**config.mk**
```make
export PLATFORM = sky130hd
export DESIGN_NAME = cce_inst_decode
export DESIGN_NICKNAME = d
export VERILOG_FILES = /design/src/hw/cce_decode_pkg.sv /design/src/hw/cce_operand_decode.sv /design/src/hw/cce_queue_decode.sv /design/src/hw/cce_fetch_control.sv /design/src/hw/cce_inst_decode.sv
export SDC_FILE = /design/constraint.sdc
export NUM_CORES = 1
export LEC_CHECK = 0
export BUFFER_PORTS_ARGS = -buffer_cell sky130_fd_sc_hd__buf_4
export CORE_AREA = 8 8 68 70
export DETAILED_ROUTE_END_ITERATION = 7
export DIE_AREA = 0 0 76 78
export PLACE_DENSITY_LB_ADDON = 0.1
export SLEW_MARGIN = 25
export SYNTH_ARGS = -nofsm -noshare
export SYNTH_HDL_FRONTEND = slang
export SYNTH_SLANG_ARGS = --single-unit
```
**constraint.sdc**
```tcl
create_clock -name vclk -period 2.73
set_input_delay 0.546 -clock vclk [all_inputs]
set_output_delay 0.546 -clock vclk [all_outputs]
set_load 0.03 [all_outputs]
```
**src/hw/cce_decode_pkg.sv**
```systemverilog
// ====================================================================
// shared widths, opcode and operand encodings and the microinstruction
// layout for the decode stage; modules pull it in by wildcard import
// ====================================================================
`default_nettype none

package cce_decode_pkg;

  // instruction geometry
  localparam int cce_inst_width_c    = 32;
  localparam int cce_op_width_c      = 3;
  localparam int cce_minor_width_c   = 4;
  localparam int cce_fields_width_c  = cce_inst_width_c - cce_op_width_c - cce_minor_width_c;
  localparam int cce_imm_width_c     = 16;
  // ALU view holds a 13 bit immediate that decode zero extends
  localparam int cce_alu_imm_width_c = 13;

  // register file and queue counts
  localparam int cce_num_gpr_c   = 4;
  localparam int cce_num_src_q_c = 5;
  localparam int cce_num_dst_q_c = 4;
  localparam int cce_num_flags_c = 12;

  typedef enum logic [cce_op_width_c-1:0] {
    e_op_alu    = 3'd0,
    e_op_branch = 3'd1,
    e_op_move   = 3'd2,
    e_op_flag   = 3'd3,
    e_op_misc   = 3'd4,
    e_op_queue  = 3'd5
  } cce_op_e;

  typedef logic [cce_minor_width_c-1:0] cce_minor_op_t;

  // minor opcodes, one set per major class
  typedef enum cce_minor_op_t {
    e_add_op = 4'd0, e_sub_op = 4'd1, e_lsh_op = 4'd2,
    e_rsh_op = 4'd3, e_and_op = 4'd4, e_or_op  = 4'd5
  } cce_alu_minor_e;

  typedef enum cce_minor_op_t {
    e_beq_op = 4'd0, e_bne_op = 4'd1, e_blt_op = 4'd2,
    e_ble_op = 4'd3, e_bi_op  = 4'd4
  } cce_branch_minor_e;

  typedef enum cce_minor_op_t {
    e_mov_op  = 4'd0,
    e_movi_op = 4'd1
  } cce_move_minor_e;

  typedef enum cce_minor_op_t {
    e_pushq_op = 4'd0,
    e_popq_op  = 4'd1,
    e_poph_op  = 4'd2,
    e_wfq_op   = 4'd3
  } cce_queue_minor_e;

  typedef enum cce_minor_op_t {
    e_stall_op = 4'd0
  } cce_misc_minor_e;

  // registers at 0..3, flag destinations at 4..15 in flag mask order
  typedef enum logic [3:0] {
    e_opd_r0   = 4'd0,  e_opd_r1  = 4'd1,  e_opd_r2   = 4'd2,  e_opd_r3 = 4'd3,
    e_opd_rqf  = 4'd4,  e_opd_nerf = 4'd5, e_opd_ldf  = 4'd6,  e_opd_nwbf = 4'd7,
    e_opd_tf   = 4'd8,  e_opd_rf  = 4'd9,  e_opd_rwbf = 4'd10, e_opd_pf = 4'd11,
    e_opd_uf   = 4'd12, e_opd_if  = 4'd13, e_opd_ef   = 4'd14, e_opd_cf = 4'd15
  } cce_opd_e;

  // flags are never sources, so the immediate source reuses the top code
  localparam cce_opd_e cce_opd_imm_c = e_opd_cf;

  // wfq mask bit i follows input queue select i
  typedef enum logic [$clog2(cce_num_src_q_c)-1:0] {
    e_src_q_lce_req       = 3'd0,
    e_src_q_lce_resp      = 3'd1,
    e_src_q_lce_data_resp = 3'd2,
    e_src_q_mem_resp      = 3'd3,
    e_src_q_mem_data_resp = 3'd4
  } cce_src_q_e;

  typedef enum logic [$clog2(cce_num_dst_q_c)-1:0] {
    e_dst_q_lce_cmd      = 2'd0,
    e_dst_q_lce_data_cmd = 2'd1,
    e_dst_q_mem_cmd      = 2'd2,
    e_dst_q_mem_data_cmd = 2'd3
  } cce_dst_q_e;

  // bit 0 is rqf, bit 11 is cf
  typedef logic [cce_num_flags_c-1:0] cce_flag_mask_t;

  // operand field views, one per opcode class
  typedef union packed {
    struct packed {
      cce_opd_e dst;
      cce_opd_e src_a;
      cce_opd_e src_b;
      logic [cce_alu_imm_width_c-1:0] imm;
    } alu;
    struct packed {
      logic                       pad;
      cce_opd_e                   src_a;
      cce_opd_e                   src_b;
      logic [cce_imm_width_c-1:0] target;
    } branch;
    struct packed {
      logic                       pad;
      cce_opd_e                   dst;
      cce_opd_e                   src;
      logic [cce_imm_width_c-1:0] imm;
    } move;
    struct packed {
      logic [19:0] pad;
      cce_opd_e    dst;
      logic        val;
    } flag;
    struct packed {
      logic [14:0]                pad;
      logic [cce_num_src_q_c-1:0] qmask;
      cce_src_q_e                 src_q;
      cce_dst_q_e                 dst_q;
    } queue;
  } cce_inst_fields_u;

  typedef struct packed {
    cce_op_e                       op;
    cce_minor_op_t                 minor_op;
    cce_inst_fields_u              fields;
  } cce_inst_s;

endpackage

`default_nettype wire

```
**src/hw/cce_operand_decode.sv**
```systemverilog
// ====================================================================
// operand decode for ALU, branch, move and flag microinstructions;
// drives the register write mask, flag mask and branch target
// ====================================================================
`timescale 1ns/10ps
`default_nettype none

module cce_operand_decode
  import cce_decode_pkg::*;
  #(parameter int inst_addr_width_p = 8
  )
  (input  logic                          rst_n_i
   , input  cce_inst_s                   inst_i
   , input  logic                        inst_v_i

   , output logic                        decoded_v_o
   , output logic                        alu_v_o
   , output cce_opd_e                    dst_o
   , output cce_opd_e                    src_a_o
   , output cce_opd_e                    src_b_o
   , output logic [cce_imm_width_c-1:0]  imm_o
   , output logic [cce_num_gpr_c-1:0]    gpr_w_mask_o
   , output cce_flag_mask_t              flag_mask_o
   , output logic [inst_addr_width_p-1:0] pc_branch_target_o
  );

  logic       gpr_w_v;
  logic [3:0] flag_idx;

  always_comb begin
    decoded_v_o        = 1'b0;
    alu_v_o            = 1'b0;
    dst_o              = e_opd_r0;
    src_a_o            = e_opd_r0;
    src_b_o            = e_opd_r0;
    imm_o              = '0;
    flag_mask_o        = '0;
    pc_branch_target_o = '0;
    gpr_w_v            = 1'b0;
    flag_idx           = inst_i.fields.flag.dst - e_opd_rqf;

    if (rst_n_i && inst_v_i) begin
      decoded_v_o = 1'b1;

      case (inst_i.op)
        e_op_alu: begin
          gpr_w_v = 1'b1;
          alu_v_o = 1'b1;
          dst_o   = inst_i.fields.alu.dst;
          src_a_o = inst_i.fields.alu.src_a;
          src_b_o = inst_i.fields.alu.src_b;
          imm_o   = cce_imm_width_c'(inst_i.fields.alu.imm);
        end
        e_op_branch: begin
          // compare runs through the ALU
          alu_v_o            = 1'b1;
          src_a_o            = inst_i.fields.branch.src_a;
          src_b_o            = inst_i.fields.branch.src_b;
          imm_o              = inst_i.fields.branch.target;
          pc_branch_target_o = inst_i.fields.branch.target[inst_addr_width_p-1:0];
        end
        e_op_move: begin
          gpr_w_v = 1'b1;
          dst_o   = inst_i.fields.move.dst;
          if (inst_i.minor_op == e_mov_op) begin
            src_a_o = inst_i.fields.move.src;
          end
          if (inst_i.minor_op == e_movi_op) begin
            src_a_o = cce_opd_imm_c;
            imm_o   = inst_i.fields.move.imm;
          end
        end
        e_op_flag: begin
          // flag value rides in imm bit 0
          src_a_o = cce_opd_imm_c;
          imm_o   = cce_imm_width_c'(inst_i.fields.flag.val);
          dst_o   = inst_i.fields.flag.dst;
          if (inst_i.fields.flag.dst >= e_opd_rqf) begin
            flag_mask_o = cce_flag_mask_t'(1) << flag_idx;
          end
        end
        default: begin
        end
      endcase
    end
  end

  // one-hot register write on the destination
  always_comb begin
    for (int i = 0; i < cce_num_gpr_c; i++) begin
      gpr_w_mask_o[i] = gpr_w_v && (dst_o == cce_opd_e'(i));
    end
  end

endmodule

`default_nettype wire

```
**src/hw/cce_queue_decode.sv**
```systemverilog
// ====================================================================
// queue op decode: push valids and pop strobes for PUSHQ, POPQ and POPH,
// with the memory data response hold-off and its stall request
// ====================================================================
`timescale 1ns/10ps
`default_nettype none

module cce_queue_decode
  import cce_decode_pkg::*;
  (input  logic        rst_n_i
   , input  cce_inst_s inst_i
   , input  logic      inst_v_i

   , input  logic      lce_req_v_i
   , input  logic      lce_resp_v_i
   , input  logic      lce_data_resp_v_i
   , input  logic      mem_resp_v_i
   , input  logic      mem_data_resp_v_i
   , input  logic      lce_data_cmd_ready_i

   , output logic      lce_cmd_v_o
   , output logic      lce_data_cmd_v_o
   , output logic      mem_cmd_v_o
   , output logic      mem_data_cmd_v_o

   , output logic      lce_req_yumi_o
   , output logic      lce_resp_yumi_o
   , output logic      lce_data_resp_yumi_o
   , output logic      mem_resp_yumi_o
   , output logic      mem_data_resp_yumi_o

   , output logic      queue_stall_o
  );

  logic       pushq_op;
  logic       popq_op;
  logic       poph_op;
  logic       issue_v;
  logic       src_v;
  logic       mem_busy;
  logic       push_hold;
  logic       pop_hold;
  cce_dst_q_e push_sel;
  cce_src_q_e pop_sel;

  assign pushq_op = (inst_i.op == e_op_queue) && (inst_i.minor_op == e_pushq_op);
  assign popq_op  = (inst_i.op == e_op_queue) && (inst_i.minor_op == e_popq_op);
  assign poph_op  = (inst_i.op == e_op_queue) && (inst_i.minor_op == e_poph_op);
  assign push_sel = inst_i.fields.queue.dst_q;
  assign pop_sel  = inst_i.fields.queue.src_q;
  assign issue_v  = rst_n_i && inst_v_i;

  // valid level of the selected input queue; unused selects never wait
  always_comb begin
    case (pop_sel)
      e_src_q_lce_req:       src_v = lce_req_v_i;
      e_src_q_lce_resp:      src_v = lce_resp_v_i;
      e_src_q_lce_data_resp: src_v = lce_data_resp_v_i;
      e_src_q_mem_resp:      src_v = mem_resp_v_i;
      e_src_q_mem_data_resp: src_v = mem_data_resp_v_i;
      default:               src_v = 1'b1;
    endcase
  end

  // memory data response is being forwarded this cycle
  assign mem_busy  = mem_data_resp_v_i && lce_data_cmd_ready_i;
  assign pop_hold  = mem_busy && popq_op && (pop_sel == e_src_q_mem_resp);
  assign push_hold = mem_busy && pushq_op
                     && ((push_sel == e_dst_q_mem_cmd) || (push_sel == e_dst_q_mem_data_cmd));

  assign lce_cmd_v_o      = issue_v && pushq_op && (push_sel == e_dst_q_lce_cmd);
  assign lce_data_cmd_v_o = issue_v && pushq_op && (push_sel == e_dst_q_lce_data_cmd);
  assign mem_cmd_v_o      = issue_v && pushq_op && !push_hold && (push_sel == e_dst_q_mem_cmd);
  assign mem_data_cmd_v_o = issue_v && pushq_op && !push_hold
                            && (push_sel == e_dst_q_mem_data_cmd);

  // POPH only peeks, so strobes come from POPQ alone
  assign lce_req_yumi_o       = issue_v && popq_op && lce_req_v_i
                                && (pop_sel == e_src_q_lce_req);
  assign lce_resp_yumi_o      = issue_v && popq_op && lce_resp_v_i
                                && (pop_sel == e_src_q_lce_resp);
  assign lce_data_resp_yumi_o = issue_v && popq_op && lce_data_resp_v_i
                                && (pop_sel == e_src_q_lce_data_resp);
  assign mem_resp_yumi_o      = issue_v && popq_op && mem_resp_v_i && !pop_hold
                                && (pop_sel == e_src_q_mem_resp);
  assign mem_data_resp_yumi_o = issue_v && popq_op && mem_data_resp_v_i
                                && (pop_sel == e_src_q_mem_data_resp);

  // follows the instruction even when it is not valid
  assign queue_stall_o = rst_n_i
                         && (((popq_op || poph_op) && !src_v) || pop_hold || push_hold);

endmodule

`default_nettype wire

```
**src/hw/cce_fetch_control.sv**
```systemverilog
// ====================================================================
// fetch stall level for the microcode PC; merges STALL, push back-pressure,
// WFQ misses and the queue decoder's stall request
// ====================================================================
`timescale 1ns/10ps
`default_nettype none

module cce_fetch_control
  import cce_decode_pkg::*;
  (input  logic        rst_n_i
   , input  cce_inst_s inst_i

   , input  logic      lce_req_v_i
   , input  logic      lce_resp_v_i
   , input  logic      lce_data_resp_v_i
   , input  logic      mem_resp_v_i
   , input  logic      mem_data_resp_v_i

   , input  logic      lce_cmd_ready_i
   , input  logic      lce_data_cmd_ready_i
   , input  logic      mem_cmd_ready_i
   , input  logic      mem_data_cmd_ready_i

   , input  logic      queue_stall_i

   , output logic      pc_stall_o
  );

  logic                       stall_op;
  logic                       wfq_op;
  logic                       pushq_op;
  logic                       dst_ready;
  logic                       wfq_hit;
  logic [cce_num_src_q_c-1:0] src_v_vec;

  assign stall_op = (inst_i.op == e_op_misc) && (inst_i.minor_op == e_stall_op);
  assign wfq_op   = (inst_i.op == e_op_queue) && (inst_i.minor_op == e_wfq_op);
  assign pushq_op = (inst_i.op == e_op_queue) && (inst_i.minor_op == e_pushq_op);

  // bit order matches the input queue select codes
  assign src_v_vec = {mem_data_resp_v_i, mem_resp_v_i, lce_data_resp_v_i,
                      lce_resp_v_i, lce_req_v_i};
  assign wfq_hit   = |(inst_i.fields.queue.qmask & src_v_vec);

  always_comb begin
    case (inst_i.fields.queue.dst_q)
      e_dst_q_lce_cmd:      dst_ready = lce_cmd_ready_i;
      e_dst_q_lce_data_cmd: dst_ready = lce_data_cmd_ready_i;
      e_dst_q_mem_cmd:      dst_ready = mem_cmd_ready_i;
      default:              dst_ready = mem_data_cmd_ready_i;
    endcase
  end

  assign pc_stall_o = rst_n_i && (stall_op || (wfq_op && !wfq_hit)
                                  || (pushq_op && !dst_ready) || queue_stall_i);

endmodule

`default_nettype wire

```
**src/hw/cce_inst_decode.sv**
```systemverilog
// ====================================================================
// instruction decode stage of the coherence engine's microcode processor;
// purely combinational, sits between PC fetch and the execute datapath
// ====================================================================
`timescale 1ns/10ps
`default_nettype none

module cce_inst_decode
  import cce_decode_pkg::*;
  #(parameter int inst_addr_width_p = 8
  )
  (input  logic                           rst_n_i

   // microinstruction from fetch
   , input  cce_inst_s                    inst_i
   , input  logic                         inst_v_i

   // input queue valid levels
   , input  logic                         lce_req_v_i
   , input  logic                         lce_resp_v_i
   , input  logic                         lce_data_resp_v_i
   , input  logic                         mem_resp_v_i
   , input  logic                         mem_data_resp_v_i

   // output queue ready levels
   , input  logic                         lce_cmd_ready_i
   , input  logic                         lce_data_cmd_ready_i
   , input  logic                         mem_cmd_ready_i
   , input  logic                         mem_data_cmd_ready_i

   // decoded operands
   , output logic                         decoded_v_o
   , output logic                         alu_v_o
   , output cce_opd_e                     dst_o
   , output cce_opd_e                     src_a_o
   , output cce_opd_e                     src_b_o
   , output logic [cce_imm_width_c-1:0]   imm_o
   , output logic [cce_num_gpr_c-1:0]     gpr_w_mask_o
   , output cce_flag_mask_t               flag_mask_o

   // queue strobes
   , output logic                         lce_cmd_v_o
   , output logic                         lce_data_cmd_v_o
   , output logic                         mem_cmd_v_o
   , output logic                         mem_data_cmd_v_o
   , output logic                         lce_req_yumi_o
   , output logic                         lce_resp_yumi_o
   , output logic                         lce_data_resp_yumi_o
   , output logic                         mem_resp_yumi_o
   , output logic                         mem_data_resp_yumi_o

   // back to fetch
   , output logic                         pc_stall_o
   , output logic [inst_addr_width_p-1:0] pc_branch_target_o
  );

  logic queue_stall;

  cce_operand_decode
    #(.inst_addr_width_p(inst_addr_width_p))
    operand_decode_inst
     (.rst_n_i(rst_n_i), .inst_i(inst_i), .inst_v_i(inst_v_i)
      , .decoded_v_o(decoded_v_o), .alu_v_o(alu_v_o)
      , .dst_o(dst_o), .src_a_o(src_a_o), .src_b_o(src_b_o), .imm_o(imm_o)
      , .gpr_w_mask_o(gpr_w_mask_o), .flag_mask_o(flag_mask_o)
      , .pc_branch_target_o(pc_branch_target_o)
     );

  cce_queue_decode
    queue_decode_inst
     (.rst_n_i(rst_n_i), .inst_i(inst_i), .inst_v_i(inst_v_i)
      , .lce_req_v_i(lce_req_v_i), .lce_resp_v_i(lce_resp_v_i)
      , .lce_data_resp_v_i(lce_data_resp_v_i), .mem_resp_v_i(mem_resp_v_i)
      , .mem_data_resp_v_i(mem_data_resp_v_i), .lce_data_cmd_ready_i(lce_data_cmd_ready_i)
      , .lce_cmd_v_o(lce_cmd_v_o), .lce_data_cmd_v_o(lce_data_cmd_v_o)
      , .mem_cmd_v_o(mem_cmd_v_o), .mem_data_cmd_v_o(mem_data_cmd_v_o)
      , .lce_req_yumi_o(lce_req_yumi_o), .lce_resp_yumi_o(lce_resp_yumi_o)
      , .lce_data_resp_yumi_o(lce_data_resp_yumi_o), .mem_resp_yumi_o(mem_resp_yumi_o)
      , .mem_data_resp_yumi_o(mem_data_resp_yumi_o)
      , .queue_stall_o(queue_stall)
     );

  cce_fetch_control
    fetch_control_inst
     (.rst_n_i(rst_n_i), .inst_i(inst_i)
      , .lce_req_v_i(lce_req_v_i), .lce_resp_v_i(lce_resp_v_i)
      , .lce_data_resp_v_i(lce_data_resp_v_i), .mem_resp_v_i(mem_resp_v_i)
      , .mem_data_resp_v_i(mem_data_resp_v_i)
      , .lce_cmd_ready_i(lce_cmd_ready_i), .lce_data_cmd_ready_i(lce_data_cmd_ready_i)
      , .mem_cmd_ready_i(mem_cmd_ready_i), .mem_data_cmd_ready_i(mem_data_cmd_ready_i)
      , .queue_stall_i(queue_stall)
      , .pc_stall_o(pc_stall_o)
     );

endmodule

`default_nettype wire

```
==> results.cfg, run 1 <==
[status]
status = completed

[drt]
wl_um = 5010
antenna_left = 0
drtIter0Drc = 57
firstDrtPassIters = 5
drc = 0
vias = 1652
routedWlPerCell_um = 15.3
vias_per_cell = 5.05

[floorplanning]
design.portCount = 107
std_cell_rows = 22
core_sq_um = 3550
die_x_um = 76
die_area_sq_um = 5930
die_y_um = 78
start_util_pct = 29.0

[power_and_ir_drop]
p_leak_nw = 0.950
p_per_area_nw_per_um2 = 107
power.total_uw = 207
peakVddDrop_v = 0.0000578

[timing]
finalSetupViolations = 0
worstMarginPinSlew_ps = 535
drv_slew = 0
fin_setup_tns_ps = 0
fin_crit_sh_pct = 95.3
setup_ws_ps = 129
post-route-min-period_ps = 2600
hold_viol_final = 0
slew-limit-headroom_pct = 63.4
fmax_mhz = 384
holdWs_ps = 1400
grt_setup_unrepaired = no

[place]
port_buffers = 107
gp_congestion = 0.766
pre_cts_slack_ps = 138
hpwlAfterDp_um = 4250

[global_route]
grt_pass1_wl_um = 8100
grt_max_degree = 14
grt_antenna_before_repair = 0
grt_pass1_vias = 1688
grt_use_total_pct = 15.4
grt_overflow = 0

[logic_synthesis]
synth-xor-area-share_pct = 0.851
ys_warn_count = 0
yosysUniqueCellTypes = 39
synth_top_cell_area_share_pct = 11.5
synthSimpleGateAreaFrac_pct = 58.1
synth_nets = 220
seq_area_frac_synth_pct = 0
syn_inst = 176
synthAdderAreaFrac_pct = 1.22
synthMuxAreaShare_pct = 8.99
syn_area_per_cell_sq_um = 5.85
synth-compound-area-share_pct = 21.4
synth_top_family_by_area = simple AND/OR/NAND/NOR gates
syn_area_sq_um = 1030
ys_top_cells_by_area = and2_1, nor2_1, mux2i_1, nor3_1, nand2_1
yosysTopAreaCell = and2_1

[worst_setup_path]
criticalPathCategory = input port to output port
cp_max_fo = 11
max_stage_delay_ps = 570
cp_slowest_cell = a2111oi_0
worst_setup_path_start_kind = input port
critical_path.cell_chain = buf_4 > nand3b_1 > a2111oi_0 > nand3b_1 > nor2_1 > buf_4
end_kind = output port
worstPathRequired_ps = 2180
arrival_ps = 2060

[hold_path]
hold_path.class = input port to output port
min_to = mem_cmd_v_o
hold_path_depth = 3
worstHoldStart = inst_i[0]

[finish]
fill_cells = 375
fin_util_pct = 54.7
syn_to_final_growth_pct = 88.5
seq_cell_count = 0
final_common_cell = buf_4
ff_latch_area_sq_um = 0
mostFrequentLayoutCells = buf_4, nor2_1, and2_1
nNetsFinal = 325
n_antenna_cell = 0
clockBufferCount = 0
drive_above_1_share_pct = 46.6

[clocking]
post_cts_resized = 0
holdBufCountCts = 0
post_cts_buffers = 0

[run]
cap_violations = 0
metal layers:
layer	share of wire [%]	vias up	track usage [%]	wire, um
met5	0	-	0	0
met4	0	0	0	0
met3	7.5	0	3.34	377
met2	44	76	26.0	2230
met1	48	735	20.6	2400
li1	-	841	-	-
power breakdown:
part	internal (mW)	switching, mW	total [mW]
clock	0	0	0
sequential	0	0	0
combinational	0.0924	0.115	0.207
final cells by class:
class              count  area, sq um  share of cell area [%]
repair buffers       117          878                    45.3
multi-input cells    155          976                    50.3
inverters              7         26.3                    1.35
well taps             48         60.1                    3.09
per-stage QoR:
stage | instances | cell area [sq um]
final | 327 | 1940
after global routing | 327 | 1940
after CTS | 327 | 1940
after detailed placement | 327 | 1940
after global placement | 327 | 1940
after floorplan | 176 | 1070
Yosys cell counts (all sizes together) (3+ instances only):
library cell and count:
nand2b 3, nor4 6, nand2 17, inv 7, clkbuf 9, o211ai 4, nand3b 5, o21ai 7
mux2i 7, and2 19, buf 5, nand3 8, nor2 29, a211oi 3, nor3 15, a21oi 3
or3 3, a311oi 4
worst max path at each step:
stage | startpoint | end | slack [ps] | depth (start not counted)
after global placement | inst_i[30] | lce_req_yumi_o | 200 | 6
final | inst_i[31] | gpr_w_mask_o[1] | 130 | 6
after floorplan | inst_i[3] | flag_mask_o[5] | -40 | 6
after global routing | inst_i[31] | gpr_w_mask_o[2] | 10 | 6
after CTS | inst_i[31] | gpr_w_mask_o[1] | 130 | 6
after detailed placement | inst_i[31] | gpr_w_mask_o[1] | 140 | 6
cells by family (layout without fill, tap and decap cells):
family,after synthesis,after routing
fa+ha+maj,1,1
xor+xnor,1,1
compound gates,31,31
mux,9,9
buf+inv,21,124
simple gates,113,113
critical path: cells and delay by family:
| family | cells | cell delay (ps) |
|---|---|---|
| AO/OA/AOI/OAI | 1 | 570 |
| AND/OR/NAND/NOR | 3 | 600 |
| buffers and inverters | 2 | 330 |
(Power assumes the default switching activity.)
==> run 2: changes to the inputs <==
CORE_AREA = 5 5 65 67   (was 8 8 68 70)
DIE_AREA = 0 0 70 72   (was 0 0 76 78)
==> run 2 against run 1 <==
Effect of this change:
- utilization is 0.18 points lower
- power is 0.33% higher
- combinational power hardly changed
- cell count is 0.31% higher
- worst setup slack better by 60 ps
- sequential share of layout area stayed put
- highest routed layer is now met4
- routed wire length is 5.9% lower
- design area is 0.45% higher
==> results.cfg, run 2 (same netlist as run 1, synthesis figures left out) <==
[hold_path]
hold_path.class = input port to output port

[floorplanning]
start_util_pct = 28.8
std_cell_rows = 22
die_x_um = 70
die_area_sq_um = 5040
die_y_um = 72
core_sq_um = 3580
design.portCount = 107

[finish]
ff_latch_area_sq_um = 0
mostFrequentLayoutCells = buf_4, nor2_1, and2_1
finish.instance_area_sq_um = 1950
syn_to_final_growth_pct = 89.3
seq_cell_count = 0
final_cells = 328
drive_above_1_share_pct = 46.8
n_antenna_cell = 0
final_common_cell = buf_4
nNetsFinal = 326
clockBufferCount = 0
multi_input_area_sq_um = 977
fill_cells = 387

[clocking]
holdBufCountCts = 0

[global_route]
grt_pass1_vias = 1577
grt_antenna_before_repair = 0
grt_overflow = 0
grt_use_total_pct = 17.4
grt_pass1_wl_um = 7530
grt_max_degree = 17

[worst_setup_path]
worstPathRequired_ps = 2180
end_kind = output port
cp_max_fo = 5
arrival_ps = 2000
max_stage_delay_ps = 440
critical_path.cell_chain = buf_4 > nand2b_4 > or3_1 > or4_4 > nor3b_2 > buf_4
worst_setup_path_start_kind = input port
cp_slowest_cell = or4_4
crit_family = simple AND/OR/NAND/NOR gates
criticalPathCategory = input port to output port
crit_buf_inv = 2
worst_path_most_repeated_cell = buf_4

[timing]
hold_viol_final = 0
worstMarginPinSlew_ps = 438
finalSetupViolations = 0
fin_setup_tns_ps = 0
setup_ws_ps = 189
fin_crit_sh_pct = 93.1
drv_slew = 0
grt_setup_unrepaired = no
post-route-min-period_ps = 2540
slew-limit-headroom_pct = 70.8
fmax_mhz = 394

[drt]
vias = 1642
drtIter0Drc = 62
antenna_left = 0
wl_um = 4710
vias_per_cell = 5.01
drc = 0
routedWlPerCell_um = 14.4
firstDrtPassIters = 4

[power_and_ir_drop]
p_per_area_nw_per_um2 = 107
power.total_uw = 208
p_leak_nw = 0.955
peakVddDrop_v = 0.0000685

[place]
port_buffers = 107
dp.cells = 328
gp_congestion = 0.792
pre_cts_slack_ps = 175
placed_cell_area_sq_um = 1950
hpwlAfterDp_um = 4020

[run]
cap_violations = 0

[status]
status = completed
run 2: per-stage QoR:
step	hold WS [ps]	util [%]
after floorplan	1200	-
after global placement	1410	54.4
final	1400	54.5
after global routing	1410	54.5
after CTS	1410	54.4
after detailed placement	1410	54.4
run 2: repair_timing:
item	CTS	global route
gates resized for setup	0	1
setup buffers	0	0
setup endpoints to repair	0	4
run 2: worst paths after layout:
| kind | start | endpoint | slack, ps | depth (start not counted) |
|---|---|---|---|---|
| hold / removal | inst_i[0] | mem_cmd_v_o | 1400 | 3 |
| setup / recovery | inst_i[30] | lce_req_yumi_o | 190 | 6 |
run 2: power breakdown:
| group | internal [mW] | total [mW] | switching, mW |
|---|---|---|---|
| clock network | 0 | 0 | 0 |
| logic | 0.0935 | 0.208 | 0.114 |
| registers | 0 | 0 | 0 |
| total | 0.0935 | 0.208 | 0.114 |
run 2: area by class of cell:
class / count / share of cell area, %
multi-input combinational: 155 / 50.1
timing repair buffer: 118 / 45.4
tap: 48 / 3.08
inverter: 7 / 1.35
run 2: metal layers:
metal	global-route usage, %	wire, um	vias to the layer above
met1	23.0	2060	724
li1	-	-	841
met3	4.85	486	2
met2	29.9	2160	75
met4	0.426	9	0
met5	0	0	-
